`config.mk`:
```
export PLATFORM = sky130hd
export DESIGN_NAME = pe_full_map
export DESIGN_NICKNAME = d
export VERILOG_FILES = /design/src/hdl/noc_pkg.sv /design/src/hdl/pe_full_map.sv
export SDC_FILE = /design/constraint.sdc
export NUM_CORES = 1
export LEC_CHECK = 0
export ABC_CLOCK_PERIOD_IN_PS = 2150
export BUFFER_PORTS_ARGS = -buffer_cell sky130_fd_sc_hd__buf_4
export CORE_AREA = 2 2 39 41
export DETAILED_ROUTE_END_ITERATION = 8
export DIE_AREA = 0 0 41 43
export PLACE_DENSITY = 0.78
export SYNTH_ARGS = -nofsm -noshare
export SYNTH_HDL_FRONTEND = slang
export SYNTH_SLANG_ARGS = --single-unit
```
`constraint.sdc`:
```
create_clock -name vclk -period 2.15
set_input_delay 0.645 -clock vclk [all_inputs]
set_output_delay 0.645 -clock vclk [all_outputs]
set_load 0.03 [all_outputs]
```
`src/hdl/noc_pkg.sv`:
```
package noc_pkg;

    // array geometry
    localparam int PE_ROWS      = 6;
    localparam int PE_COLS      = 7;
    localparam int DIAG_BUSES   = 12;
    localparam int GROUP_PIXELS = 4;

    // last four-pixel group of a line, per layer
    localparam int L2_LAST_ELEM = 7;
    localparam int L3_LAST_ELEM = 3;

    // LAYER2 runs four iterations over the batch; the last one frees it
    localparam int L2_LAST_COUNT = 3;

    // LAYER2 line windows move by seven lines and span eleven
    localparam int L2_LINE_STRIDE = 7;
    localparam int L2_LINE_SPAN   = 11;
    localparam int L2_FINAL_LINE  = 30;

    // LAYER3 covers lines 0..14 in a single pass
    localparam int L3_LINE_SPAN = 15;

    // PE rows that take ifmap lines in LAYER2
    localparam int L2_ACTIVE_ROWS = 5;

    // LAYER3 lower half (rows 3..5) sits four lines further on
    localparam int L3_SPLIT_ROW   = 3;
    localparam int L3_LOWER_SHIFT = 4;

    // LAYER3 packets that go out on two buses at once
    localparam int L3_DUAL_FIRST = 7;
    localparam int L3_DUAL_LAST  = 8;

    typedef logic [7:0]  pixel_t;
    typedef logic [5:0]  line_idx_t;
    typedef logic [5:0]  elem_idx_t;
    typedef logic [4:0]  count_t;
    typedef logic [11:0] diag_mask_t;
    typedef logic [6:0]  pe_row_t;

    // one ready bit per packet index, top bit is a spare
    typedef logic [15:0] line_ready_t;

    typedef enum logic [1:0] {
        LAYER_NONE,
        LAYER2,
        LAYER3
    } layer_t;

endpackage

```
`src/hdl/pe_full_map.sv`:
```
`timescale 1ns/100ps

module pe_full_map import noc_pkg::*; (
    input  layer_t      layer,
    input  count_t      complete_count,
    input  pe_row_t     pe_full [PE_ROWS],
    output line_ready_t line_ready
);

    logic        last_l2_iter;
    line_ready_t full_hit;

    // the last LAYER2 window has no column 6 work
    assign last_l2_iter = (layer == LAYER2) && (complete_count == count_t'(L2_LAST_COUNT));

    // each PE takes the line on its anti-diagonal
    always_comb begin
        full_hit = '0;
        for (int r = 0; r < PE_ROWS; r++) begin
            for (int c = 0; c < PE_COLS; c++) begin
                if (layer == LAYER2) begin
                    if (r < L2_ACTIVE_ROWS && !(last_l2_iter && c == PE_COLS - 1)) begin
                        full_hit[r + c] = full_hit[r + c] | pe_full[r][c];
                    end
                end else if (layer == LAYER3) begin
                    if (r < L3_SPLIT_ROW) begin
                        full_hit[r + c] = full_hit[r + c] | pe_full[r][c];
                    end else if (c < PE_COLS - 1) begin
                        // lower half, column 6 unused
                        full_hit[r + c + L3_LOWER_SHIFT] =
                            full_hit[r + c + L3_LOWER_SHIFT] | pe_full[r][c];
                    end
                end
            end
        end
    end

    always_comb begin
        line_ready = ~full_hit;
        line_ready[$bits(line_ready_t) - 1] = 1'b0;
    end

endmodule

```
==> results.ini <==
[critical_path]
slowest_delay_ns = 0.40
cp-end-kind = output pin
crit_chain = buf_6 -> or3_4 -> nor3_4 -> a2bb2oi_2 -> buf_6
path_buf_inv = 2
required_ns = 1.50
setup.worst_path.start = pe_full[40]
cp.arrival_ns = 1.55
crit_slowest_cell = or3_4
path_delay_family = simple AND/OR/NAND/NOR gates
cp.depth = 5
cp_max_fo = 2
cpMostUsedCell = buf_6
cp-start-kind = input pin
critPathKind = input pin to output pin

[route]
drcViolationCount = 0
via_count = 644
wire_per_inst_um = 12.8
first_pass_iters = 3
drt_iter0_drc = 2
routed_via_density = 5.03
antenna_left = 0
wl_um = 1640

[sta]
setup_viol = 2
timing.final.ws_setup_ns = -0.0484
grt_setup_unrepaired = yes
fin_crit_ns = 2.20
final.period_utilization_pct = 102
fmax_mhz = 455
hold_viol = 0
maxSlewViolCount = 0
finalSetupTns_ns = -0.0923
whs_ns = 1.56

[placed_design]
dpl_worst_slack_ns = -0.169
globalplace.congestion = 0.667
dpl.cell_count = 128
place_hpwl_um = 1310
io_buffer_count = 63

[finish]
seq_cells = 0
final_common_cell = buf_4
drive_gt1_share_pct = 73.2
final_core_util_pct = 67.2
final_cell_mix = 57 x buf_4, 10 x buf_6, 6 x nor3_1, 4 x a31oi_1
diodes = 0
nClkBuffers = 0
seqCellArea_um2 = 0
final_nets = 163
fillers = 126
area_growth_pct = 203
fin_cells = 128

[global_routing]
antenna_found_initial = 0
grt_usage_pct = 18.9
grt-ovfl-total = 0
grt_pass1_wl_um = 2450
grt_pass1_vias = 613
grt_max_degree = 9

[yosys]
synthDistinctLibCells = 23
synth_area_leader_cell = nor3_1
ys_seq_area_share_pct = 0
syn_area_um2 = 307
synth_top_cells_by_area = nor3_1 13%, a2bb2oi_2 9.8%, a31oi_1 8.2%
avgSynthCellArea_um2 = 6.52
synth_top_area_share_pct = 13.1
syn-instance-count = 47
synth_fp_nets = 96
yosys_warnings = 0

[pwr]
p_per_area_mw_per_mm2 = 242
ir_drop_mv = 0.117
p_leak_nw = 0.431

[floorplanning]
dieWidth_um = 41
rows = 14
chipHeight_um = 43
io_pins = 65
core_area_mm2 = 0.00138
die_area_mm2 = 0.00176
initial_core_util_pct = 22.2

[min_path]
hold_path.class = input pin to output pin
holdPathStages = 3
hold_start = pe_full[5]

[run_status]
violations = negative setup slack
status = finished, violations left

[clocking]
cts_setup_buffers = 0

[run]
max-cap-violations = 0

## what timing repair did
item,4_1_cts,5_1_grt
setup endpoints to repair,10,7
hold buffers,0,0
pin swaps,4,7
gates resized for setup,14,10
## report_power, final
part           leakage, nW  switching (mW)  internal (mW)
logic                0.431           0.105          0.119
clock network            0               0              0
registers                0               0              0
total                0.431           0.105          0.119
## per-layer routing
metal	vias up	routed length [µm]	GRT usage (%)
li1	320	-	-
met1	291	557	20.6
met2	33	923	36.6
met3	0	161	2.62
met4	0	0	1.33
met5	-	0	0
## synthesized netlist by cell type
library cell,count
nor3_1,8
a31oi_1,4
nor2_1,3
o22ai_1,3
a21oi_1,2
a2bb2oi_2,2
buf_2,2
nand2b_1,2
nor2b_1,2
nor3_2,2
nor4_1,2
o21ai_1,2
o31ai_1,2
or3_4,2
buf_4,1
conb_1,1
inv_1,1
nand2_1,1
nand3_1,1
nand4_1,1
o22a_1,1
o2bb2ai_1,1
o32ai_1,1
## through the flow
step,power [mW],cell area (µm²)
2_1_floorplan,0.0877,310
3_3_place_gp,0.200,823
3_5_place_dp,0.203,823
4_1_cts,0.217,888
5_1_grt,0.240,930
6_report,0.225,930
## final timing paths
path | endpoint
worst min-delay path | line_ready[14]
worst max-delay path | line_ready[5]
## cell families (layout without fill, tap and decap cells)
| group | count (synthesis) | count (layout) | share of synthesized area (%) |
|---|---|---|---|
| buf+inv | 4 | 69 | 6.94 |
| simple gates | 24 | 24 | 47.8 |
| other cells | 1 | 1 | 1.22 |
| compound gates | 18 | 18 | 44.1 |
## tightest hold or removal path, stage by stage
cell,delay (ns)
buf_4,0.08
nand2_1,0.04
buf_4,0.16
## cell type report
| cell class | instances | area, µm² | share of cell area [%] |
|---|---|---|---|
| inverters | 1 | 3.75 | 0.404 |
| multi-input cells | 43 | 350 | 37.7 |
| well taps | 16 | 20.0 | 2.15 |
| repair buffers | 68 | 556 | 59.8 |
No activity file was read; power rests on OpenSTA's default activity.
