$ cat src/hdl/noc_pkg.sv
package noc_pkg;

    // array geometry
    localparam int PE_ROWS      = 6;
    localparam int PE_COLS      = 7;
    localparam int DIAG_BUSES   = 12;
    localparam int GROUP_PIXELS = 4;

    // last four-pixel group of a line, per layer
    localparam int L2_LAST_ELEM = 7;
    localparam int L3_LAST_ELEM = 3;

    // LAYER2 runs four iterations over the batch; the last one frees it
    localparam int L2_LAST_COUNT = 3;

    // LAYER2 line windows move by seven lines and span eleven
    localparam int L2_LINE_STRIDE = 7;
    localparam int L2_LINE_SPAN   = 11;
    localparam int L2_FINAL_LINE  = 30;

    // LAYER3 covers lines 0..14 in a single pass
    localparam int L3_LINE_SPAN = 15;

    // PE rows that take ifmap lines in LAYER2
    localparam int L2_ACTIVE_ROWS = 5;

    // LAYER3 lower half (rows 3..5) sits four lines further on
    localparam int L3_SPLIT_ROW   = 3;
    localparam int L3_LOWER_SHIFT = 4;

    // LAYER3 packets that go out on two buses at once
    localparam int L3_DUAL_FIRST = 7;
    localparam int L3_DUAL_LAST  = 8;

    typedef logic [7:0]  pixel_t;
    typedef logic [5:0]  line_idx_t;
    typedef logic [5:0]  elem_idx_t;
    typedef logic [4:0]  count_t;
    typedef logic [11:0] diag_mask_t;
    typedef logic [6:0]  pe_row_t;

    // one ready bit per packet index, top bit is a spare
    typedef logic [15:0] line_ready_t;

    typedef enum logic [1:0] {
        LAYER_NONE,
        LAYER2,
        LAYER3
    } layer_t;

endpackage

$ cat src/hdl/diag_bus_router.sv
`timescale 1ns/100ps

module diag_bus_router import noc_pkg::*; (
    input  layer_t     layer,
    input  logic       fire,
    input  logic       last_elem,
    input  line_idx_t  packet_idx,
    input  pixel_t     group_pixels [GROUP_PIXELS],
    output diag_mask_t diag_valid,
    output pixel_t     diag_data [GROUP_PIXELS],
    output line_idx_t  diag_idx
);

    diag_mask_t pattern;
    logic       send;

    always_comb begin
        pattern = '0;
        case (layer)
            LAYER2: begin
                if (packet_idx < line_idx_t'(DIAG_BUSES)) begin
                    pattern = diag_mask_t'(1) << packet_idx;
                end
            end
            LAYER3: begin
                if (packet_idx < line_idx_t'(L3_DUAL_FIRST)) begin
                    pattern = diag_mask_t'(1) << packet_idx;
                end else if (packet_idx <= line_idx_t'(L3_DUAL_LAST)) begin
                    // lines 7 and 8 feed both array halves
                    pattern = (diag_mask_t'(1) << packet_idx) |
                              (diag_mask_t'(1) << (packet_idx - line_idx_t'(L3_LOWER_SHIFT)));
                end else if (packet_idx < line_idx_t'(L3_LINE_SPAN)) begin
                    pattern = diag_mask_t'(1) << (packet_idx - line_idx_t'(L3_LOWER_SHIFT));
                end
            end
            default: begin
            end
        endcase
    end

    assign send       = fire && (pattern != '0);
    assign diag_valid = send ? pattern : '0;
    assign diag_idx   = send ? packet_idx : '0;

    // the last group of a line carries only three real pixels
    for (genvar p = 0; p < GROUP_PIXELS; p++) begin : g_data
        if (p == GROUP_PIXELS - 1) begin : g_tail
            assign diag_data[p] = (send && !last_elem) ? group_pixels[p] : '0;
        end else begin : g_body
            assign diag_data[p] = send ? group_pixels[p] : '0;
        end
    end

endmodule

$ cat config.mk
export PLATFORM = sky130hd
export DESIGN_NAME = diag_bus_router
export DESIGN_NICKNAME = d
export VERILOG_FILES = /design/src/hdl/noc_pkg.sv /design/src/hdl/diag_bus_router.sv
export SDC_FILE = /design/constraint.sdc
export NUM_CORES = 1
export LEC_CHECK = 0
export ABC_AREA = 1
export BUFFER_PORTS_ARGS = -buffer_cell sky130_fd_sc_hd__buf_2
export CORE_ASPECT_RATIO = 1.5
export CORE_MARGIN = 2
export CORE_UTILIZATION = 45
export DETAILED_ROUTE_END_ITERATION = 16
export PLACE_DENSITY = 0.92
export SKIP_LAST_GASP = 1
export SLEW_MARGIN = 10
export SYNTH_ARGS = -nofsm -noshare
export SYNTH_HDL_FRONTEND = slang
export SYNTH_SLANG_ARGS = --single-unit
$ cat constraint.sdc
create_clock -name vclk -period 7.9
set_input_delay 1.58 -clock vclk [all_inputs]
set_output_delay 1.58 -clock vclk [all_outputs]
set_load 0.01 [all_outputs]
==> reports/metrics.cfg <==
[place]
place.gp.congestion = 0.996
placed_cell_area_um2 = 1540
post-place-ws_ns = 2.25
port_buffers = 90
hpwl_um = 2890

[run_status]
status = finished clean

[die]
rows = 22
core_area_um2 = 2420
start_util_pct = 46.4
io_pins = 92
dieArea_um2 = 2920
chipWidth_um = 44.8
die_h_um = 65.2

[synth]
syn_inst = 224
synth_area_per_cell_um2 = 5.02
yosysSeqAreaShare_pct = 0
synth_area_um2 = 1120
ys.warnings.count = 0
ys_types = 22

[finish]
n_clock_buffer = 0
area_delta_synth_final_pct = 37.3
finalCoreUtilization_pct = 63.7
diodes = 0
stdcell_area_um2 = 1540
drive_gt1_share_pct = 38.4
regArea_um2 = 0
seq_cell_count = 0
fillers = 245
nets = 357

[setup_path]
cp-start-kind = input port
critPathCaptureType = output port
crit_arrival_ns = 4.07
cp_data_required_time_ns = 6.32
cp_max_fo = 39
critical_path_class = input port to output port

[power]
power_density_nw_per_um2 = 25.8
peakVddDrop_uv = 24.8
power.total_uw = 39.9
power_leakage_nw = 1.11

[drt]
viasPerCell = 4.70
met1_length_um = 1150
detail-route-antenna-nets = 0
drt_pass1_iterations = 4
routed.top_layer = met4
finalWirelength_um = 3300
wl_met3_um = 374
drt_iter0_drc = 40
routedWlPerCell_um = 9.96
routed-via-count = 1555
wl_met2_um = 1730
drc_errors = 0

[sta]
slew_violations = 0
fin_setup_tns_ns = 0
rsz0062_at_grt = no
setup_viol = 0
max-slew-margin-rel_pct = 35.6
clock.fmax_mhz = 177
fin_ws_ns = 2.25
tightest_slew_ns = 0.962
period_share_pct = 71.5
hold_viol = 0
period_needed_ns = 5.65

[min_path]
hold_path.class = input port to output port

[clock_tree]
ctsResizeCount = 0
ctsHoldBuffers = 0
cts_setup_buffers = 0

[grt]
grt_start_max_net_pins = 40
overflow = 0
grt_usage_pct = 22.1
grt_pass1_wl_um = 5220
antenna_found_initial = 0
grt_pass1_vias = 1327

[job]
max-cap-violations = 0

## placed cells by master, fill, tap and decap left out
| cell | instances |
|---|---|
| nand3_1 | 19 |
| a21oi_4 | 1 |
| nor2_1 | 55 |
| nor2_4 | 12 |
| nand4_1 | 8 |
| nand2_1 | 45 |
| nor3_1 | 1 |
| nand4_2 | 1 |
| buf_2 | 90 |
| a21oi_1 | 1 |
| nor3_2 | 2 |
| nand2_2 | 4 |
| nand3_2 | 2 |
| nor2_2 | 1 |
| inv_1 | 52 |
| inv_2 | 5 |
| ha_1 | 6 |
| conb_1 | 2 |
## layer usage
layer / track usage (%) / up-vias
li1: - / 820
met1: 23.0 / 645
met2: 45.8 / 84
met3: 1.92 / 6
met4: 2.57 / 0
met5: 0 / -
## final timing paths
check	slack, ns	endpoint	cells after the start	from
max	2.25	diag_data[30]	16	packet_idx[3]
min	3.45	diag_data[24]	4	group_pixels[24]
## per-stage QoR
stage / std cells / hold WS [ns]
floorplan: 225 / 3.25
CTS: 331 / 3.45
detailed placement: 331 / 3.45
finish: 331 / 3.45
global placement: 331 / 3.45
global route: 331 / 3.46
## kinds of logic after synthesis
logic type,Yosys count,synth area share [%]
adder cells (fa/ha/maj),6,6.68
AND/OR/NAND/NOR,150,66.3
buffers and inverters,65,24.8
other,1,0.334
AO/OA/AOI/OAI,2,1.89
## synthesized netlist by cell type (all sizes together)
master	n	area share, %
nor2	68	31
inv	57	19
nand2	49	17
nand3	21	10
nand4	9	5.6
buf	7	5.5
ha	6	6.7
nor3	3	2.2
a21oi	2	1.9
clkbuf	1	0.33
conb	1	0.33
## power breakdown
group | switching (mW) | total [mW] | internal (mW)
logic | 0.0253 | 0.0399 | 0.0146
clock network | 0 | 0 | 0
registers | 0 | 0 | 0
total | 0.0253 | 0.0399 | 0.0146
## layout make-up
class                      instances  area (µm²)  area share, %
inverter                          57         214           13.9
multi-input combinational        160         848           55.0
tap                               24        30.0           1.95
timing repair buffer              90         450           29.2
## critical path, cell delays in order
cell and delay (ns):
buf_2 0.18, inv_2 0.11, ha_1 0.32, nand2_1 0.10, nor2_4 0.17, nand2_2 0.08
nor2_4 0.13, nand2_1 0.06, nand2_1 0.05, nand2_1 0.06, nand2_1 0.09, nor2_1 0.05
nand3_2 0.08, nand2_2 0.51, nor2_1 0.31, buf_2 0.18
(Power assumes the default switching activity.)
