[config.mk]
export PLATFORM = sky130hd
export DESIGN_NAME = noc_control
export DESIGN_NICKNAME = d
export VERILOG_FILES = /design/src/hdl/noc_pkg.sv /design/src/hdl/noc_control.sv
export SDC_FILE = /design/constraint.sdc
export NUM_CORES = 1
export LEC_CHECK = 0
export ABC_AREA = 1
export BUFFER_PORTS_ARGS = -buffer_cell sky130_fd_sc_hd__buf_2
export CORE_AREA = 2 2 39 41
export CTS_CLUSTER_SIZE = 25
export DETAILED_ROUTE_END_ITERATION = 10
export DIE_AREA = 0 0 41 43
export PLACE_DENSITY_LB_ADDON = 0.2
export SETUP_SLACK_MARGIN = 0.3
export SYNTH_ARGS = -nofsm -noshare
export SYNTH_HDL_FRONTEND = slang
export SYNTH_SLANG_ARGS = --single-unit
[constraint.sdc]
create_clock -name clk -period 1 [get_ports clk]
set_input_delay 0 -clock clk [delete_from_list [all_inputs] [get_ports clk]]
set_output_delay 0 -clock clk [all_outputs]
set_load 0.01 [all_outputs]
[src/hdl/noc_pkg.sv]
package noc_pkg;

    // array geometry
    localparam int PE_ROWS      = 6;
    localparam int PE_COLS      = 7;
    localparam int DIAG_BUSES   = 12;
    localparam int GROUP_PIXELS = 4;

    // last four-pixel group of a line, per layer
    localparam int L2_LAST_ELEM = 7;
    localparam int L3_LAST_ELEM = 3;

    // LAYER2 runs four iterations over the batch; the last one frees it
    localparam int L2_LAST_COUNT = 3;

    // LAYER2 line windows move by seven lines and span eleven
    localparam int L2_LINE_STRIDE = 7;
    localparam int L2_LINE_SPAN   = 11;
    localparam int L2_FINAL_LINE  = 30;

    // LAYER3 covers lines 0..14 in a single pass
    localparam int L3_LINE_SPAN = 15;

    // PE rows that take ifmap lines in LAYER2
    localparam int L2_ACTIVE_ROWS = 5;

    // LAYER3 lower half (rows 3..5) sits four lines further on
    localparam int L3_SPLIT_ROW   = 3;
    localparam int L3_LOWER_SHIFT = 4;

    // LAYER3 packets that go out on two buses at once
    localparam int L3_DUAL_FIRST = 7;
    localparam int L3_DUAL_LAST  = 8;

    typedef logic [7:0]  pixel_t;
    typedef logic [5:0]  line_idx_t;
    typedef logic [5:0]  elem_idx_t;
    typedef logic [4:0]  count_t;
    typedef logic [11:0] diag_mask_t;
    typedef logic [6:0]  pe_row_t;

    // one ready bit per packet index, top bit is a spare
    typedef logic [15:0] line_ready_t;

    typedef enum logic [1:0] {
        LAYER_NONE,
        LAYER2,
        LAYER3
    } layer_t;

endpackage

[src/hdl/noc_control.sv]
`timescale 1ns/100ps

module noc_control import noc_pkg::*; (
    input  logic   clk,
    input  logic   rst_n,
    input  logic   start,
    input  logic   start_conv,
    input  logic   conv_complete,
    input  layer_t layer_type_in,
    input  count_t complete_count,
    output layer_t layer,
    output logic   conv_load,
    output logic   buffer_free,
    output logic   free_ifmap_buffer
);

    logic last_l2_iter;

    // active layer, held until the next start
    always_ff @(posedge clk or negedge rst_n) begin
        if (!rst_n) begin
            layer <= LAYER_NONE;
        end else if (start) begin
            layer <= layer_type_in;
        end
    end

    // ifmap_data_in is valid the cycle after start_conv
    always_ff @(posedge clk or negedge rst_n) begin
        if (!rst_n) begin
            conv_load <= 1'b0;
        end else begin
            conv_load <= start_conv;
        end
    end

    assign last_l2_iter = (layer == LAYER2) && (complete_count == count_t'(L2_LAST_COUNT));

    // LAYER3 uses the batch once, LAYER2 only after its fourth iteration
    assign buffer_free = conv_complete && ((layer == LAYER3) || last_l2_iter);

    always_ff @(posedge clk or negedge rst_n) begin
        if (!rst_n) begin
            free_ifmap_buffer <= 1'b0;
        end else begin
            free_ifmap_buffer <= buffer_free && !start;
        end
    end

endmodule

==> flow_metrics.env, run 1 <==
export IMPL_status="finished, violations left"
export IMPL_violations="negative setup slack"
export IMPL_avgSynthCellArea_um2=10.4
export IMPL_grt_antenna_before_repair=0
export IMPL_die_h_um=43
export IMPL_routed_via_density=3.61
export IMPL_power_mw=0.524
export IMPL_r2r_start="layer[1]"
export IMPL_grt_remaining_overflow=0
export IMPL_pin_count=17
export IMPL_syn_inst=17
export IMPL_drt_iter0_markers=2
export IMPL_worstHoldPathCells=2
export IMPL_final_cell_mix="buf_2, dfrtp_1, buf_6"
export IMPL_rows=14
export IMPL_worstSetupEndpointType="flip-flop"
export IMPL_ys_warn_count=0
export IMPL_vias=213
export IMPL_fin_util_pct=28.3
export IMPL_synth_nets=29
export IMPL_post_route_worst_setup_slack_ns=-0.111
export IMPL_routabilityCongestion=0.573
export IMPL_hold_path_class="in -> reg"
export IMPL_syn_to_final_growth_pct=122
export IMPL_critPathKind="reg -> reg"
export IMPL_p_per_area_mw_per_mm2=1340
export IMPL_cp_arrival_ns=1.28
export IMPL_pre_cts_slack_ns=0.134
export IMPL_drc_errors=0
export IMPL_ir_drop_v=0.000495
export IMPL_maxCapViolations=0
export IMPL_cp_slowest_cell="dfrtp_1"
export IMPL_reg2reg_depth=7
export IMPL_htree_levels=1
export IMPL_cts_buffers=3
export IMPL_crit_required_ns=1.17
export IMPL_ys_seq_area_share_pct=56.7
export IMPL_fin_nets=57
export IMPL_dp_hpwl_um=367
export IMPL_rrSetupSlack_ns=-0.11
export IMPL_fin_crit_sh_pct=111
export IMPL_core_area_mm2=0.00138
export IMPL_synth_area_top_cells="dfrtp_1, mux2_1, nor2_2"
export IMPL_wirelength_um=556
export IMPL_cts_tree="done"
export IMPL_ys_types=9
export IMPL_crit_fanout=4
export IMPL_crit_start="layer[1]"
export IMPL_timing_rr_end="free_ifmap_buffer"
export IMPL_skew_ns=0.00478
export IMPL_fp_dieW_um=41
export IMPL_grt_usage_pct=6.64
export IMPL_wl_per_cell_um=9.42
export IMPL_leakage_nw=0.215
export IMPL_cts_root_buf="clkbuf_4"
export IMPL_hp_start="layer_type_in[1]"
export IMPL_grt_setup_unrepaired="yes"
export IMPL_crit_chain="nor2_1, nand3_1, nand2_1, nand2_2, buf_4, buf_6, nor2_4"
export IMPL_hold_slack_ns=0.00335
export IMPL_port_buffers=16
export IMPL_drt_pass1_iter_count=2
export IMPL_postRouteAntennaNets=0
export IMPL_dieArea_mm2=0.00176
export IMPL_cp_start_kind="flip-flop"
export IMPL_insertion_delay_ns=0.24
export IMPL_layout_commonest_cell="buf_2"
export IMPL_finalHoldViolCount=0
export IMPL_ys_seq_elements=4
export IMPL_tightest_slew_ns=0.138
export IMPL_setup_viol=3
export IMPL_fmax_mhz=900
export IMPL_grt_start_max_net_pins=5
export IMPL_slew_viol_final=0
export IMPL_grt_pass1_wl_um=683
export IMPL_synth_top_area_cell="dfrtp_1"
export IMPL_drive_above_1_share_pct=67.4
export IMPL_slew_headroom_pct=90.8
export IMPL_grt_pass1_vias=185
export IMPL_hold_end="layer[1]"
export IMPL_antennaDiodeCount=0
export IMPL_cts_clk_slew_worst_paths_ns=0.04
export IMPL_min_period_ns=1.11
export IMPL_start_util_pct=12.7
export IMPL_clock_sinks=4
export IMPL_cts_path_max_buffers=2
export IMPL_yosysTopAreaCellShare_pct=56.7
export IMPL_syn_area_um2=176
export IMPL_crit_path_max_incr_delay_ns=0.39
==> report_power, final <==
part           switching [mW]  internal (mW)  leakage, nW
Clock                  0.0720          0.135       0.0138
Combinational          0.0487         0.0845        0.153
Sequential            0.00936          0.175       0.0486
Total                   0.130          0.394        0.215
==> cell usage after synthesis (all sizes together) <==
cell type,instances
dfrtp,4
nand2,2
mux2,2
nor2,4
o21a,1
inv,3
nand3,1
==> area by class of cell <==
| class | instances | area, um^2 |
|---|---|---|
| Fill cell | 157 | 992 |
| Timing Repair Buffer | 23 | 160 |
| Sequential cell | 4 | 100 |
| Multi-Input combinational cell | 10 | 77.6 |
| Clock buffer | 3 | 22.5 |
| Tap cell | 16 | 20.0 |
| Inverter | 3 | 11.3 |
==> per-layer routing <==
metal  track usage (%)  wire, um  vias to the layer above
met3              4.71        92                        0
met1              6.80       203                       92
met4              6.00         0                        0
met2              8.44       260                       16
li1                  -         -                      105
met5                 0         0                        -
==> cell families (layout without fill, tap and decap cells) <==
| family | count (synthesis) | in the layout | share of synthesized area (%) |
|---|---|---|---|
| mux | 2 | 2 | 12.8 |
| flops | 4 | 4 | 56.7 |
| compound gates | 1 | 1 | 4.26 |
| buf+inv | 3 | 29 | 6.38 |
| simple gates | 7 | 7 | 19.9 |
==> worst max-delay path, delay by kind of cell (launching register included) <==
family / cells / cell delay [ns]
buffers and inverters: 2 / 0.24
DFF: 1 / 0.39
and+or+nand+nor: 5 / 0.40
==> flip-flops by register name, summed over array words and instances (netlist names) <==
| name | count |
|---|---|
| layer | 2 |
| conv_load | 1 |
| free_ifmap_buffer | 1 |
==> through the flow <==
step	TNS [ns]	instances	instance area [um^2]
after floorplan	0	17	180
after global placement	0	49	280
after detailed placement	0	49	280
after CTS	-0.127	57	352
after global routing	-0.438	59	392
final	-0.224	59	392
==> how the worst max path moves through the flow <==
stage                   endpoint  slack [ns]  cells after the start
5_1_grt              buffer_free       -0.20                      6
4_1_cts              buffer_free       -0.13                      6
3_3_place_gp         buffer_free        0.15                      6
3_5_place_dp         buffer_free        0.13                      6
6_report       free_ifmap_buffer       -0.11                      7
2_1_floorplan           layer[1]        0.19                      1
==> timing repair <==
item                                   CTS  global route
setup endpoints to repair                8             8
endpoints found under the hold margin    8             0
pin swaps                                2             4
hold buffers                             3             0
setup buffers                            2             2
resized for setup                        1             6
Power figures use the tool's default switching activity.
==> run 2, diff against run 1 <==
ABC_AREA = 0   (was 1)
clock period = 0.9 ns   (was 1 ns; I/O delays follow)
==> flow_metrics.env, run 2 <==
export IMPL_status="finished, violations left"
export IMPL_violations="negative hold slack, negative setup slack"
export IMPL_fin_nets=49
export IMPL_slew_viol_final=0
export IMPL_grt_setup_unrepaired="yes"
export IMPL_rows=14
export IMPL_async_flop_share_pct=100
export IMPL_wl_per_cell_um=11.2
export IMPL_hold_path_class="in -> reg"
export IMPL_vias=189
export IMPL_wirelength_um=570
export IMPL_cts_tree="done"
export IMPL_cp_endpoint="buffer_free"
export IMPL_synth_nets=23
export IMPL_power_internal_mw=0.427
export IMPL_die_h_um=43
export IMPL_reg2reg_depth=3
export IMPL_slew_headroom_pct=89.6
export IMPL_hold_slack_ns=-0.0102
export IMPL_grt_pass1_vias=216
export IMPL_syn_inst=11
export IMPL_pre_cts_slack_ns=-0.139
export IMPL_worstSetupEndpointType="primary output"
export IMPL_swShare_pct=23.6
export IMPL_crit_required_ns=0.90
export IMPL_finalHoldViolCount=1
export IMPL_ctsHoldBuffers=2
export IMPL_grt_usage_pct=7.16
export IMPL_seq_power_share_pct=35.8
export IMPL_synth_area_top_cells="dfrtp_1, mux2_2, o22ai_2"
export IMPL_drive_above_1_share_pct=71.4
export IMPL_nFillCells=158
export IMPL_fin_crit_sh_pct=125
export IMPL_drt_iter0_markers=3
export IMPL_port_buffers=16
export IMPL_ys_warn_count=0
export IMPL_setup_viol=3
export IMPL_cts_buffers=3
export IMPL_tightest_slew_ns=0.156
export IMPL_core_area_mm2=0.00138
export IMPL_skew_ns=0.000369
export IMPL_clock_sinks=4
export IMPL_drt_pass1_iter_count=2
export IMPL_start_util_pct=11.8
export IMPL_crit_start="layer[1]"
export IMPL_crit_chain="nand4b_1, o22ai_2, buf_2"
export IMPL_cp_arrival_ns=1.13
export IMPL_grt_pass1_wl_um=772
export IMPL_rrSetupSlack_ns=-0.07
export IMPL_leakage_nw=0.179
export IMPL_postRouteAntennaNets=0
export IMPL_ir_drop_v=0.000612
export IMPL_top_regs="layer: 2 flops, conv_load: 1 flops, free_ifmap_buffer: 1 flops"
export IMPL_synth_edf_count=0
export IMPL_syn_to_final_growth_pct=115
export IMPL_p_per_area_mw_per_mm2=1580
export IMPL_regMostFlops="layer"
export IMPL_cts_root_buf="clkbuf_4"
export IMPL_drc_errors=0
export IMPL_min_period_ns=1.13
export IMPL_insertion_delay_ns=0.23
export IMPL_pin_count=17
export IMPL_power_switching_mw=0.132
export IMPL_cp_buffers_inverters=1
export IMPL_syn_area_um2=164
export IMPL_fmax_mhz=888
export IMPL_timing_rr_end="free_ifmap_buffer"
export IMPL_synth_common_cells="dfrtp_1, mux2_2"
export IMPL_grt_remaining_overflow=0
export IMPL_antennaDiodeCount=0
export IMPL_comb_power_share_pct=23.5
export IMPL_cp_slowest_cell="dfrtp_1"
export IMPL_ys_seq_elements=4
export IMPL_final_cell_mix="buf_2, dfrtp_1, buf_6"
export IMPL_cpLargestDelayFamily="flip-flops"
export IMPL_ys_seq_area_share_pct=61.1
export IMPL_cts_path_max_buffers=2
export IMPL_yosysTopAreaCellShare_pct=61.1
export IMPL_largest_reg_flops=2
export IMPL_maxCapViolations=0
export IMPL_htree_levels=1
export IMPL_synth_top_flop_cell="dfrtp_1"
export IMPL_cts_clk_slew_worst_paths_ns=0.04
export IMPL_post_route_worst_setup_slack_ns=-0.226
export IMPL_cp_depth=3
export IMPL_dieArea_mm2=0.00176
export IMPL_power_mw=0.558
export IMPL_ys_types=7
export IMPL_grt_antenna_before_repair=0
export IMPL_crit_path_max_incr_delay_ns=0.36
export IMPL_synth_most_common_cell="dfrtp_1"
export IMPL_grt_start_max_net_pins=5
export IMPL_routabilityCongestion=0.525
export IMPL_hp_start="start"
export IMPL_clockPowerShare_pct=40.8
export IMPL_r2r_start="layer[1]"
export IMPL_critPathKind="reg -> out"
export IMPL_cp_start_kind="flip-flop"
export IMPL_layout_commonest_cell="buf_2"
export IMPL_avgSynthCellArea_um2=14.9
export IMPL_crit_fanout=2
export IMPL_synth_top_area_cell="dfrtp_1"
export IMPL_routed_via_density=3.71
export IMPL_fp_dieW_um=41
==> run 2: cell count changes after synthesis, sizes merged <==
cell / before / now
nor2: 4 / 0
inv: 3 / 0
o22ai: 0 / 1
nand4b: 0 / 1
nand2: 2 / 1
nor2b: 0 / 1
or4b: 0 / 1
o21a: 1 / 0
nand3: 1 / 0
==> run 2: worst min-delay path by stage <==
stage,endpoint,cells past startpoint
6_report,free_ifmap_buffer,2
5_1_grt,free_ifmap_buffer,2
4_1_cts,free_ifmap_buffer,2
3_5_place_dp,conv_load,1
3_3_place_gp,conv_load,1
2_1_floorplan,conv_load,0
==> run 2: worst reg2reg max path, cell delays in order, from the launching register on <==
cell and delay [ns]:
dfrtp_1 0.36, nand4b_1 0.19, o22ai_2 0.19, nor2b_1 0.16
==> run 2: layer usage <==
layer	up-vias	GRT usage (%)	part of all wire, %
li1	90	-	-
met1	82	6.84	42
met2	17	10.6	42
met3	0	5.24	16
met4	0	4.00	0
met5	-	0	0
==> run 2: cells by family after synthesis <==
| kind of cell | count (synthesis) | share of synthesized area [%] |
|---|---|---|
| DFF | 4 | 61.1 |
| and+or+nand+nor | 4 | 17.6 |
| muxes | 2 | 13.7 |
| AOI/OAI and AO/OA | 1 | 7.63 |
==> run 2: timing repair <==
action | 4_1_cts | 5_1_grt
buffers inserted | 1 | 1
endpoints found under the hold margin | 7 | 1
gates resized for setup | 4 | 1
setup endpoints to repair | 8 | 8
==> run 2: area by class of cell <==
type | instances | area (um^2) | area share [%]
clock buffers | 3 | 22.5 | 6.38
multi-input cells | 7 | 67.6 | 19.1
flip-flops and latches | 4 | 100 | 28.4
well taps | 16 | 20.0 | 5.67
repair buffers | 21 | 143 | 40.4
==> run 2: power by group through the flow <==
stage	Clock, mW	Combinational, mW	Sequential [mW]
after floorplan	0	0.0223	0.212
after global placement	0	0.0837	0.205
after detailed placement	0	0.0852	0.204
after CTS	0.244	0.121	0.199
after global routing	0.259	0.141	0.202
final	0.228	0.131	0.200
==> run 2: metrics by stage <==
stage                     util (%)  area, um^2  setup TNS [ns]  instances
after global placement        19.6         272          -0.164         44
after global routing          25.5         353          -0.521         51
after floorplan                  -         164          -0.119         11
final                         25.5         353          -0.346         51
after CTS                     24.7         342          -0.282         50
after detailed placement      19.6         272          -0.205         44
