<file path="config.mk">
export PLATFORM = sky130hd
export DESIGN_NAME = line_sequencer
export DESIGN_NICKNAME = d
export VERILOG_FILES = /design/src/hdl/noc_pkg.sv /design/src/hdl/line_sequencer.sv
export SDC_FILE = /design/constraint.sdc
export NUM_CORES = 1
export LEC_CHECK = 0
export BUFFER_PORTS_ARGS = -buffer_cell sky130_fd_sc_hd__buf_2
export CAP_MARGIN = 25
export CORE_AREA = 4 4 65 67
export CTS_BUF_LIST = sky130_fd_sc_hd__clkbuf_8 sky130_fd_sc_hd__clkbuf_16
export DETAILED_ROUTE_END_ITERATION = 7
export DIE_AREA = 0 0 69 71
export GPL_ROUTABILITY_DRIVEN = 0
export PLACE_DENSITY = 0.88
export SKIP_LAST_GASP = 1
export SLEW_MARGIN = 10
export SYNTH_ARGS = -nofsm -noshare
export SYNTH_HDL_FRONTEND = slang
export SYNTH_SLANG_ARGS = --single-unit
</file>
<file path="constraint.sdc">
create_clock -name clk -period 7 [get_ports clk]
set_clock_uncertainty 0.15 [all_clocks]
set_input_delay 1.05 -clock clk [delete_from_list [all_inputs] [get_ports clk]]
set_output_delay 1.05 -clock clk [all_outputs]
set_load 0.005 [all_outputs]
</file>
<file path="src/hdl/noc_pkg.sv">
package noc_pkg;

    // array geometry
    localparam int PE_ROWS      = 6;
    localparam int PE_COLS      = 7;
    localparam int DIAG_BUSES   = 12;
    localparam int GROUP_PIXELS = 4;

    // last four-pixel group of a line, per layer
    localparam int L2_LAST_ELEM = 7;
    localparam int L3_LAST_ELEM = 3;

    // LAYER2 runs four iterations over the batch; the last one frees it
    localparam int L2_LAST_COUNT = 3;

    // LAYER2 line windows move by seven lines and span eleven
    localparam int L2_LINE_STRIDE = 7;
    localparam int L2_LINE_SPAN   = 11;
    localparam int L2_FINAL_LINE  = 30;

    // LAYER3 covers lines 0..14 in a single pass
    localparam int L3_LINE_SPAN = 15;

    // PE rows that take ifmap lines in LAYER2
    localparam int L2_ACTIVE_ROWS = 5;

    // LAYER3 lower half (rows 3..5) sits four lines further on
    localparam int L3_SPLIT_ROW   = 3;
    localparam int L3_LOWER_SHIFT = 4;

    // LAYER3 packets that go out on two buses at once
    localparam int L3_DUAL_FIRST = 7;
    localparam int L3_DUAL_LAST  = 8;

    typedef logic [7:0]  pixel_t;
    typedef logic [5:0]  line_idx_t;
    typedef logic [5:0]  elem_idx_t;
    typedef logic [4:0]  count_t;
    typedef logic [11:0] diag_mask_t;
    typedef logic [6:0]  pe_row_t;

    // one ready bit per packet index, top bit is a spare
    typedef logic [15:0] line_ready_t;

    typedef enum logic [1:0] {
        LAYER_NONE,
        LAYER2,
        LAYER3
    } layer_t;

endpackage

</file>
<file path="src/hdl/line_sequencer.sv">
`timescale 1ns/100ps

module line_sequencer import noc_pkg::*; (
    input  logic        clk,
    input  logic        rst_n,
    input  logic        start,
    input  logic        start_conv,
    input  logic        conv_load,
    input  logic        buffer_valid,
    input  layer_t      layer,
    input  count_t      complete_count,
    input  line_ready_t line_ready,
    output line_idx_t   line_ptr,
    output line_idx_t   packet_idx,
    output elem_idx_t   elem_ptr,
    output logic        fire,
    output logic        last_elem
);

    logic      enable;
    line_idx_t range_start;
    line_idx_t range_end;
    elem_idx_t last_elem_idx;
    logic      ready;
    logic      step;
    logic      line_wrap;
    logic      final_step;

    // line window and group count for the current layer and iteration
    always_comb begin
        range_start   = '0;
        range_end     = '0;
        last_elem_idx = '0;
        case (layer)
            LAYER2: begin
                if (complete_count <= count_t'(L2_LAST_COUNT)) begin
                    range_start = line_idx_t'(complete_count * L2_LINE_STRIDE);
                end
                if (complete_count == count_t'(L2_LAST_COUNT)) begin
                    range_end = line_idx_t'(L2_FINAL_LINE);
                end else begin
                    range_end = range_start + line_idx_t'(L2_LINE_SPAN - 1);
                end
                last_elem_idx = elem_idx_t'(L2_LAST_ELEM);
            end
            LAYER3: begin
                range_end     = line_idx_t'(L3_LINE_SPAN - 1);
                last_elem_idx = elem_idx_t'(L3_LAST_ELEM);
            end
            default: begin
            end
        endcase
    end

    assign packet_idx = line_ptr - range_start;
    assign last_elem  = (elem_ptr == last_elem_idx);

    // index 16 and up never reads as ready
    assign ready = (packet_idx[5:4] == 2'b00) && line_ready[packet_idx[3:0]];

    // pointers are not valid yet in the cycle they load
    assign step       = enable && !conv_load && ready;
    assign fire       = step && buffer_valid;
    assign line_wrap  = (line_ptr == range_end);
    assign final_step = step && line_wrap && last_elem;

    always_ff @(posedge clk or negedge rst_n) begin
        if (!rst_n) begin
            enable <= 1'b0;
        end else if (start || final_step) begin
            enable <= 1'b0;
        end else if (start_conv) begin
            enable <= 1'b1;
        end
    end

    always_ff @(posedge clk or negedge rst_n) begin
        if (!rst_n) begin
            line_ptr <= '0;
            elem_ptr <= '0;
        end else if (start) begin
            line_ptr <= '0;
            elem_ptr <= '0;
        end else if (conv_load) begin
            line_ptr <= range_start;
            elem_ptr <= '0;
        end else if (step) begin
            if (line_wrap) begin
                line_ptr <= range_start;
                // hold on the final group so the read address stays in the batch
                if (!last_elem) begin
                    elem_ptr <= elem_ptr + 1'b1;
                end
            end else begin
                line_ptr <= line_ptr + 1'b1;
            end
        end
    end

endmodule

</file>
==> results.md, run 1 <==
- Diodes inserted: 0
- CTS sink cnt: 13
- Placeable core area: 0.00363 mm2
- Library cell occupying the most area in the post-synthesis netlist: sky130_fd_sc_hd__dfrtp_1
- Pins Over Slew Limit: 0
- Most common cell in the synthesized netlist: sky130_fd_sc_hd__nand2_1
- Number of vias after detailed routing: 1,884
- Synthesized Nets: 282
- Fraction of power consumed by the clock network: 22.6%
- Placement row count: 22
- Layout-stage area growth over the synthesis result: 14.4%
- Layout cell share with drive strength beyond 1: 27.6%
- Die X: 69 um
- Shortest period the worst path allows: 5.91 ns
- Count of placed standard cells including taps: 319
- Worst Hold Margin: 0.419 ns
- Clock buffer count from CTS: 3
- Cell Pwr Density: 123 mW/mm2
- CTS Hold Bufs: 0
- Number of flops mapped to enable cells by yosys: 0
- Bufs on Longest Clock Path: 2
- Worst Path Required: 5.80 ns
- Worst r2r dst: line_ptr[1]
- Slew at the pin with the worst max-slew slack: 0.707 ns
- Critical path's largest stage delay: 0.59 ns
- Die H: 71 um
- Total Die Area: 0.00490 mm2
- Nets: 328
- Combinational cell fraction of total power: 49.7%
- Per-instance average area after synthesis: 8.93 um2
- Setup slack of the worst register-to-register path: 3.47 ns
- Drt first-iter violations: 133
- Part of the Yosys area used for sequential elements: 15.8%
- Unrepaired setup endpoints after global routing: no
- HP Class: reg2reg
- Hold Startpoint: elem_ptr[5]
- Sequential Power Share: 27.7%
- Worst setup SP type: input pin
- DRC violation count after routing: 0
- Clock input transition at the sequential cells of the worst setup and hold paths: 0.05 ns
- Number of instances in the synthesized netlist: 230
- Critical path buffer and inverter count: 4
- Total Power Consumption: 0.288 mW
- Leading post-synthesis cells by instance count: sky130_fd_sc_hd__nand2_1, sky130_fd_sc_hd__inv_1, sky130_fd_sc_hd__ha_1, sky130_fd_sc_hd__nor2_1, sky130_fd_sc_hd__dfrtp_1
- Delay-heaviest family, CP: simple AND/OR/NAND/NOR gates
- Status: finished, final reports clean
- Mapped Area: 0.00205 mm2
- Filler-free cell count of the finished design: 323
- Int Power: 0.178 mW
- Count of cells along the worst hold path: 2
- Total of warnings raised by yosys: 0
- R2R cell count: 11
- Pre-antenna DRT Iters: 4
- Ordered list of cells on the worst path: buf_2, inv_1, ha_1, nand2_1, a21oi_2, nor2_1, and2_1, ha_1, inv_1, fa_1, mux4_2, mux2_2, or3_4, nand4b_4, nor3_2, and2_1, buf_2
- FFs w/ async S/R, synth: 100%
- Fraction of power spent switching nets: 38.4%
- Clock root buffer: sky130_fd_sc_hd__clkbuf_8
- Top cells by area in the synthesized netlist: sky130_fd_sc_hd__dfrtp_1, sky130_fd_sc_hd__ha_1, sky130_fd_sc_hd__fa_1
- Average wire length per cell after detail routing: 15.1 um
- Average vias per placed instance: 5.83
- Tot GR Track Use: 19.8%
- Commonest register cell after synthesis: sky130_fd_sc_hd__dfrtp_1
- Number of levels in the clock H-tree: 1
- Routed WL: 4870 um
- Critical Path AT: 4.71 ns
- PostCTS Resize Cnt: 0
- Number of buffers inserted by post-CTS setup repair: 0
- Area share of the largest cell type after synthesis: 15.8%
- Max Clock Freq: 0.169 GHz
- Endpoint, Worst Hold: elem_ptr[5]
- Initial antenna violation count: 0
- Static leakage: 1.05 nW
- Cell with the largest stage delay on the worst path: sky130_fd_sc_hd__fa_1
- Unique masters post-synth: 59
- Hold Fails Final Rpt: 0
- Worst flop-to-flop path startpoint: line_ptr[0]
- #FFs+latches synth: 13
- Final total negative setup slack: 0 ns
- Maximum ir drop on the vdd rail: 0.104 mV
- Wire length of the first global-routing pass: 8130 um
- Worst-case headroom to the max-slew limit: 52.7%
- Endpoints failing setup: 0
- TritonCTS clock tree: done
- Hpwl dp: 4020 um
- Critical setup path kind: in2out
- CP endpoint kind: primary output
- Largest net degree at the start of global routing: 17
- Period Utilization, post-route: 84.5%
- Remaining number of nets flagged by the antenna check after routing: 0
- Count of max-cap constraint violations: 0
- Num ports: 49
- # port buffers: 48
- Highest net fanout along the worst path: 9
- NetSw: 0.111 mW
- Starting density of the core: 56.5%
- Global-route congestion overflow total: 0
- Via count of the first global-routing pass: 1,721
- Later-pin clock latency in the skew report: 0.24 ns
-- placed cells by master, fill, tap and decap left out, drive strengths merged, types with 7 or more instances in the layout --
master,n
buf,48
nand2,23
inv,20
ha,17
nor2,14
dfrtp,13
nor3,13
nand3,10
a21oi,10
mux2i,8
xnor2,7
-- per-layer routing --
metal	track usage, %	vias to the layer above	share of wire [%]
li1	-	931	-
met1	25.9	892	44
met2	35.2	56	50
met3	2.41	5	5.2
met4	4.12	0	0.88
met5	0	-	0
-- worst reg2reg max path, cell delays in order (launching register included) --
cell and delay (ns):
sky130_fd_sc_hd__dfrtp_1 0.41, sky130_fd_sc_hd__inv_1 0.21, sky130_fd_sc_hd__ha_1 0.22, sky130_fd_sc_hd__inv_1 0.06
sky130_fd_sc_hd__fa_1 0.59, sky130_fd_sc_hd__mux4_2 0.32, sky130_fd_sc_hd__mux2_2 0.27, sky130_fd_sc_hd__or3_4 0.34
sky130_fd_sc_hd__nand4b_4 0.12, sky130_fd_sc_hd__or2_1 0.35, sky130_fd_sc_hd__a21o_1 0.25, sky130_fd_sc_hd__o22ai_1 0.10
-- power by group through the flow --
stage / registers, mW / logic, mW / clock network [mW]
2_1_floorplan: 0.0796 / 0.111 / 0
3_5_place_dp: 0.0810 / 0.141 / 0
5_1_grt: 0.0802 / 0.157 / 0.0710
4_1_cts: 0.0798 / 0.142 / 0.0661
3_3_place_gp: 0.0811 / 0.139 / 0
6_report: 0.0799 / 0.143 / 0.0652
-- flip-flops by register name, summed over array words and instances, names as in the netlist --
register  count
elem_ptr      6
line_ptr      6
enable        1
-- cells by family after synthesis --
| family | after synthesis | share of synthesized area [%] |
|---|---|---|
| mux | 15 | 9.93 |
| fa+ha+maj | 23 | 16.2 |
| xor+xnor | 9 | 5.60 |
| flops | 13 | 15.8 |
| buf+inv | 26 | 5.85 |
| compound gates | 44 | 15.7 |
| simple gates | 100 | 30.9 |
-- cell type report --
type,instances,area [um2]
Multi-Input combinational cell,191,1610
Fill cell,320,1280
Sequential cell,13,325
Timing Repair Buffer,48,240
Inverter,19,71.3
Tap cell,48,60.1
Clock buffer,3,41.3
Clock inverter,1,3.75
-- through the flow --
step                cell area, um2  setup WS [ns]  utilization (%)
floorplan                     2050           1.71                -
CTS                           2350           1.11             64.7
detailed placement            2310           1.13             63.5
finish                        2350           1.09             64.7
global placement              2310           1.26             63.5
global route                  2350          0.902             64.7
-- worst max path at each step --
| stage | start | end | slack (ns) | cells after the start |
|---|---|---|---|---|
| final | complete_count[2] | fire | 1.09 | 17 |
| after global routing | complete_count[2] | fire | 0.90 | 17 |
| after CTS | complete_count[2] | fire | 1.11 | 17 |
| after detailed placement | complete_count[2] | fire | 1.13 | 17 |
| after global placement | complete_count[2] | fire | 1.26 | 17 |
| after floorplan | complete_count[2] | fire | 1.71 | 15 |
Power figures use the tool's default switching activity.
==> run 2: changes to the inputs <==
--- a/config.mk
+++ b/config.mk
@@ -7,12 +7,12 @@
 export LEC_CHECK = 0
 export BUFFER_PORTS_ARGS = -buffer_cell sky130_fd_sc_hd__buf_2
 export CAP_MARGIN = 25
-export CORE_AREA = 4 4 65 67
+export CORE_AREA = 4 4 67 69
 export CTS_BUF_LIST = sky130_fd_sc_hd__clkbuf_8 sky130_fd_sc_hd__clkbuf_16
 export DETAILED_ROUTE_END_ITERATION = 7
-export DIE_AREA = 0 0 69 71
+export DIE_AREA = 0 0 71 73
 export GPL_ROUTABILITY_DRIVEN = 0
-export PLACE_DENSITY = 0.88
+export PLACE_DENSITY = 0.84
 export SKIP_LAST_GASP = 1
 export SLEW_MARGIN = 10
 export SYNTH_ARGS = -nofsm -noshare
==> constraint.sdc (replaced) <==
create_clock -name clk -period 6.2 [get_ports clk]
set_clock_uncertainty 0.15 [all_clocks]
set_input_delay 0.93 -clock clk [delete_from_list [all_inputs] [get_ports clk]]
set_output_delay 0.93 -clock clk [all_outputs]
set_load 0.005 [all_outputs]
==> run 2 against run 1 <==
  * Setup slack worse by 0.64 ns
  * Core utilization down 4.3 points
  * Via count down 0.48%
  * Global-route usage down 0.27 points
  * Cell area up 0.48%
  * Non-clock buffer count up 1
  * Critical path depth up 1
  * Flip-flop and latch count unchanged
  * First-iteration DRC count down 17%
  * Highest routed layer unchanged
  * Critical endpoint unchanged
  * Largest power group unchanged
==> results.md, run 2 (synthesis results as in run 1) <==
- Status: finished, final reports clean
- GR Util met3: 1.93%
- DRC violation count after routing: 0
- Sequential Power Share: 27.4%
- Most crowded layer after global routing: met2
- Global-route track usage on met1: 27.0%
- Max Clock Freq: 0.174 GHz
- Starting density of the core: 52.5%
- Total Power Consumption: 0.329 mW
- Clock buffer count from CTS: 3
- Die X: 71 um
- Highest net fanout along the worst path: 9
- Hpwl dp: 4050 um
- Later-pin clock latency in the skew report: 0.24 ns
- Combinational cell fraction of total power: 49.8%
- Average vias per placed instance: 5.75
- TritonCTS clock tree: done
- Largest net degree at the start of global routing: 17
- Die H: 73 um
- Slew at the pin with the worst max-slew slack: 0.726 ns
- Final total negative setup slack: 0 ns
- Global-route congestion overflow total: 0
- Commonest cells after routing, fill and taps aside: sky130_fd_sc_hd__buf_2, sky130_fd_sc_hd__nand2_1, sky130_fd_sc_hd__inv_1
- Pre-antenna DRT Iters: 4
- Count of max-cap constraint violations: 0
- Cell with the largest stage delay on the worst path: sky130_fd_sc_hd__fa_1
- Cell Pwr Density: 139 mW/mm2
- Clock root buffer: sky130_fd_sc_hd__clkbuf_8
- CTS sink cnt: 13
- Average wire length per cell after detail routing: 14.9 um
- Crit path capture: fire
- Combined flip-flop and latch cell area: 325 um2
- CP endpoint kind: primary output
- Unrepaired setup endpoints after global routing: no
- Most common library cell in the layout ignoring fill and taps: sky130_fd_sc_hd__buf_2
- Layout-stage area growth over the synthesis result: 15.0%
- Worst flop-to-flop path startpoint: line_ptr[0]
- Critical path's largest stage delay: 0.60 ns
- Ordered list of cells on the worst path: buf_2, inv_1, ha_1, nand2_1, a21oi_2, nor2_1, and2_1, ha_1, inv_1, fa_1, mux4_2, mux2_2, or3_4, nand4b_4, nor3_2, buf_4, and2_1, buf_2
- Via count of the first global-routing pass: 1,766
- Nets: 329
- Fraction of power spent switching nets: 38.7%
- Critical setup path kind: in2out
- Shortest period the worst path allows: 5.75 ns
- Setup slack of the worst register-to-register path: 2.70 ns
- CTS Hold Bufs: 0
- Tot GR Track Use: 19.6%
- Endpoints failing setup: 0
- Wire length of the first global-routing pass: 8310 um
- Worst setup SP type: input pin
- Static leakage: 1.05 nW
- Worst r2r dst: line_ptr[1]
- Fraction of power consumed by the clock network: 22.8%
- Period Utilization, post-route: 92.8%
- Origin of the worst setup path: complete_count[2]
- Pre-CTS worst setup slack: 0.489 ns
- Drt first-iter violations: 111
- Worst-case headroom to the max-slew limit: 51.4%
- Placement row count: 23
- Routed WL: 4850 um
- Number of buffers inserted by post-CTS setup repair: 0
- Number of vias after detailed routing: 1,875
- PostCTS Resize Cnt: 0
- Worst Path Required: 5.12 ns
- Maximum ir drop on the vdd rail: 0.111 mV
- Initial antenna violation count: 0
- Fill cell instance count of the final layout: 348
- Critical Path AT: 4.67 ns
- Remaining number of nets flagged by the antenna check after routing: 0
- R2R cell count: 11
- Pins Over Slew Limit: 0
- Bufs on Longest Clock Path: 2
- GR Layer Usage met2: 33.8%
- Minimum setup slack in the final design: 0.449 ns
- Top flop regs: elem_ptr x6, line_ptr x6, enable x1
- Int Power: 0.202 mW
- Hold Fails Final Rpt: 0
- Total Die Area: 0.00518 mm2
- NetSw: 0.127 mW
- Number of levels in the clock H-tree: 1
- Area of the multi-input gates: 0.00161 mm2
- Clock input transition at the sequential cells of the worst setup and hold paths: 0.06 ns
- # port buffers: 48
- Placeable core area: 0.00391 mm2
- Layout cell share with drive strength beyond 1: 28.3%
- HP Class: in2async
- Diodes inserted: 0
- Num ports: 49
==> run 2: changes by cell type in the layout (fill, tap and decap cells not counted) <==
cell                       previous run  this run
sky130_fd_sc_hd__buf_4                0         1
sky130_fd_sc_hd__clkinv_2             0         1
sky130_fd_sc_hd__inv_1               19        18
==> run 2: worst min-delay path by stage <==
stage / startpoint / to / slack, ns / cells after the start
3_5_place_dp: elem_ptr[5] / elem_ptr[5] / 0.42 / 2
6_report: rst_n / elem_ptr[2] / 0.41 / 1
5_1_grt: rst_n / elem_ptr[2] / 0.42 / 1
4_1_cts: rst_n / elem_ptr[2] / 0.42 / 1
3_3_place_gp: elem_ptr[5] / elem_ptr[5] / 0.40 / 2
2_1_floorplan: elem_ptr[5] / elem_ptr[5] / 0.39 / 2
==> run 2: power groups by stage <==
stage	Clock [mW]	Combinational, mW	Sequential (mW)
6_report	0.0752	0.164	0.0903
2_1_floorplan	0	0.126	0.0899
5_1_grt	0.0829	0.180	0.0905
4_1_cts	0.0775	0.164	0.0901
3_3_place_gp	0	0.159	0.0915
3_5_place_dp	0	0.163	0.0916
==> run 2: area by class of cell <==
cell class / instances / share of cell area [%]
Tap cell: 50 / 2.65
Clock buffer: 3 / 1.75
Inverter: 19 / 3.02
Multi-Input combinational cell: 191 / 68.1
Clock inverter: 1 / 0.212
Sequential cell: 13 / 13.8
Timing Repair Buffer: 49 / 10.5
==> run 2: through the flow <==
stage          std cells  area (um2)  util, %  hold WS [ns]
3_3_place_gp         322        2320     59.2         0.399
5_1_grt              326        2360     60.4         0.425
6_report             326        2360     60.4         0.411
3_5_place_dp         322        2320     59.2         0.421
4_1_cts              326        2360     60.4         0.417
2_1_floorplan        230        2050        -         0.395
==> run 2: metal layers <==
layer | share of wire [%] | vias to the layer above
met4 | 0.52 | 0
met1 | 44 | 882
li1 | - | 937
met3 | 4.8 | 3
met5 | 0 | -
met2 | 50 | 53
==> run 2: critical path: cells and delay by family <==
family | cells | cell delay, ns
and+or+nand+nor | 7 | 1.37
muxes | 2 | 0.60
AOI/OAI and AO/OA | 1 | 0.13
buffers and inverters | 5 | 0.63
adders and majority gates | 3 | 1.04
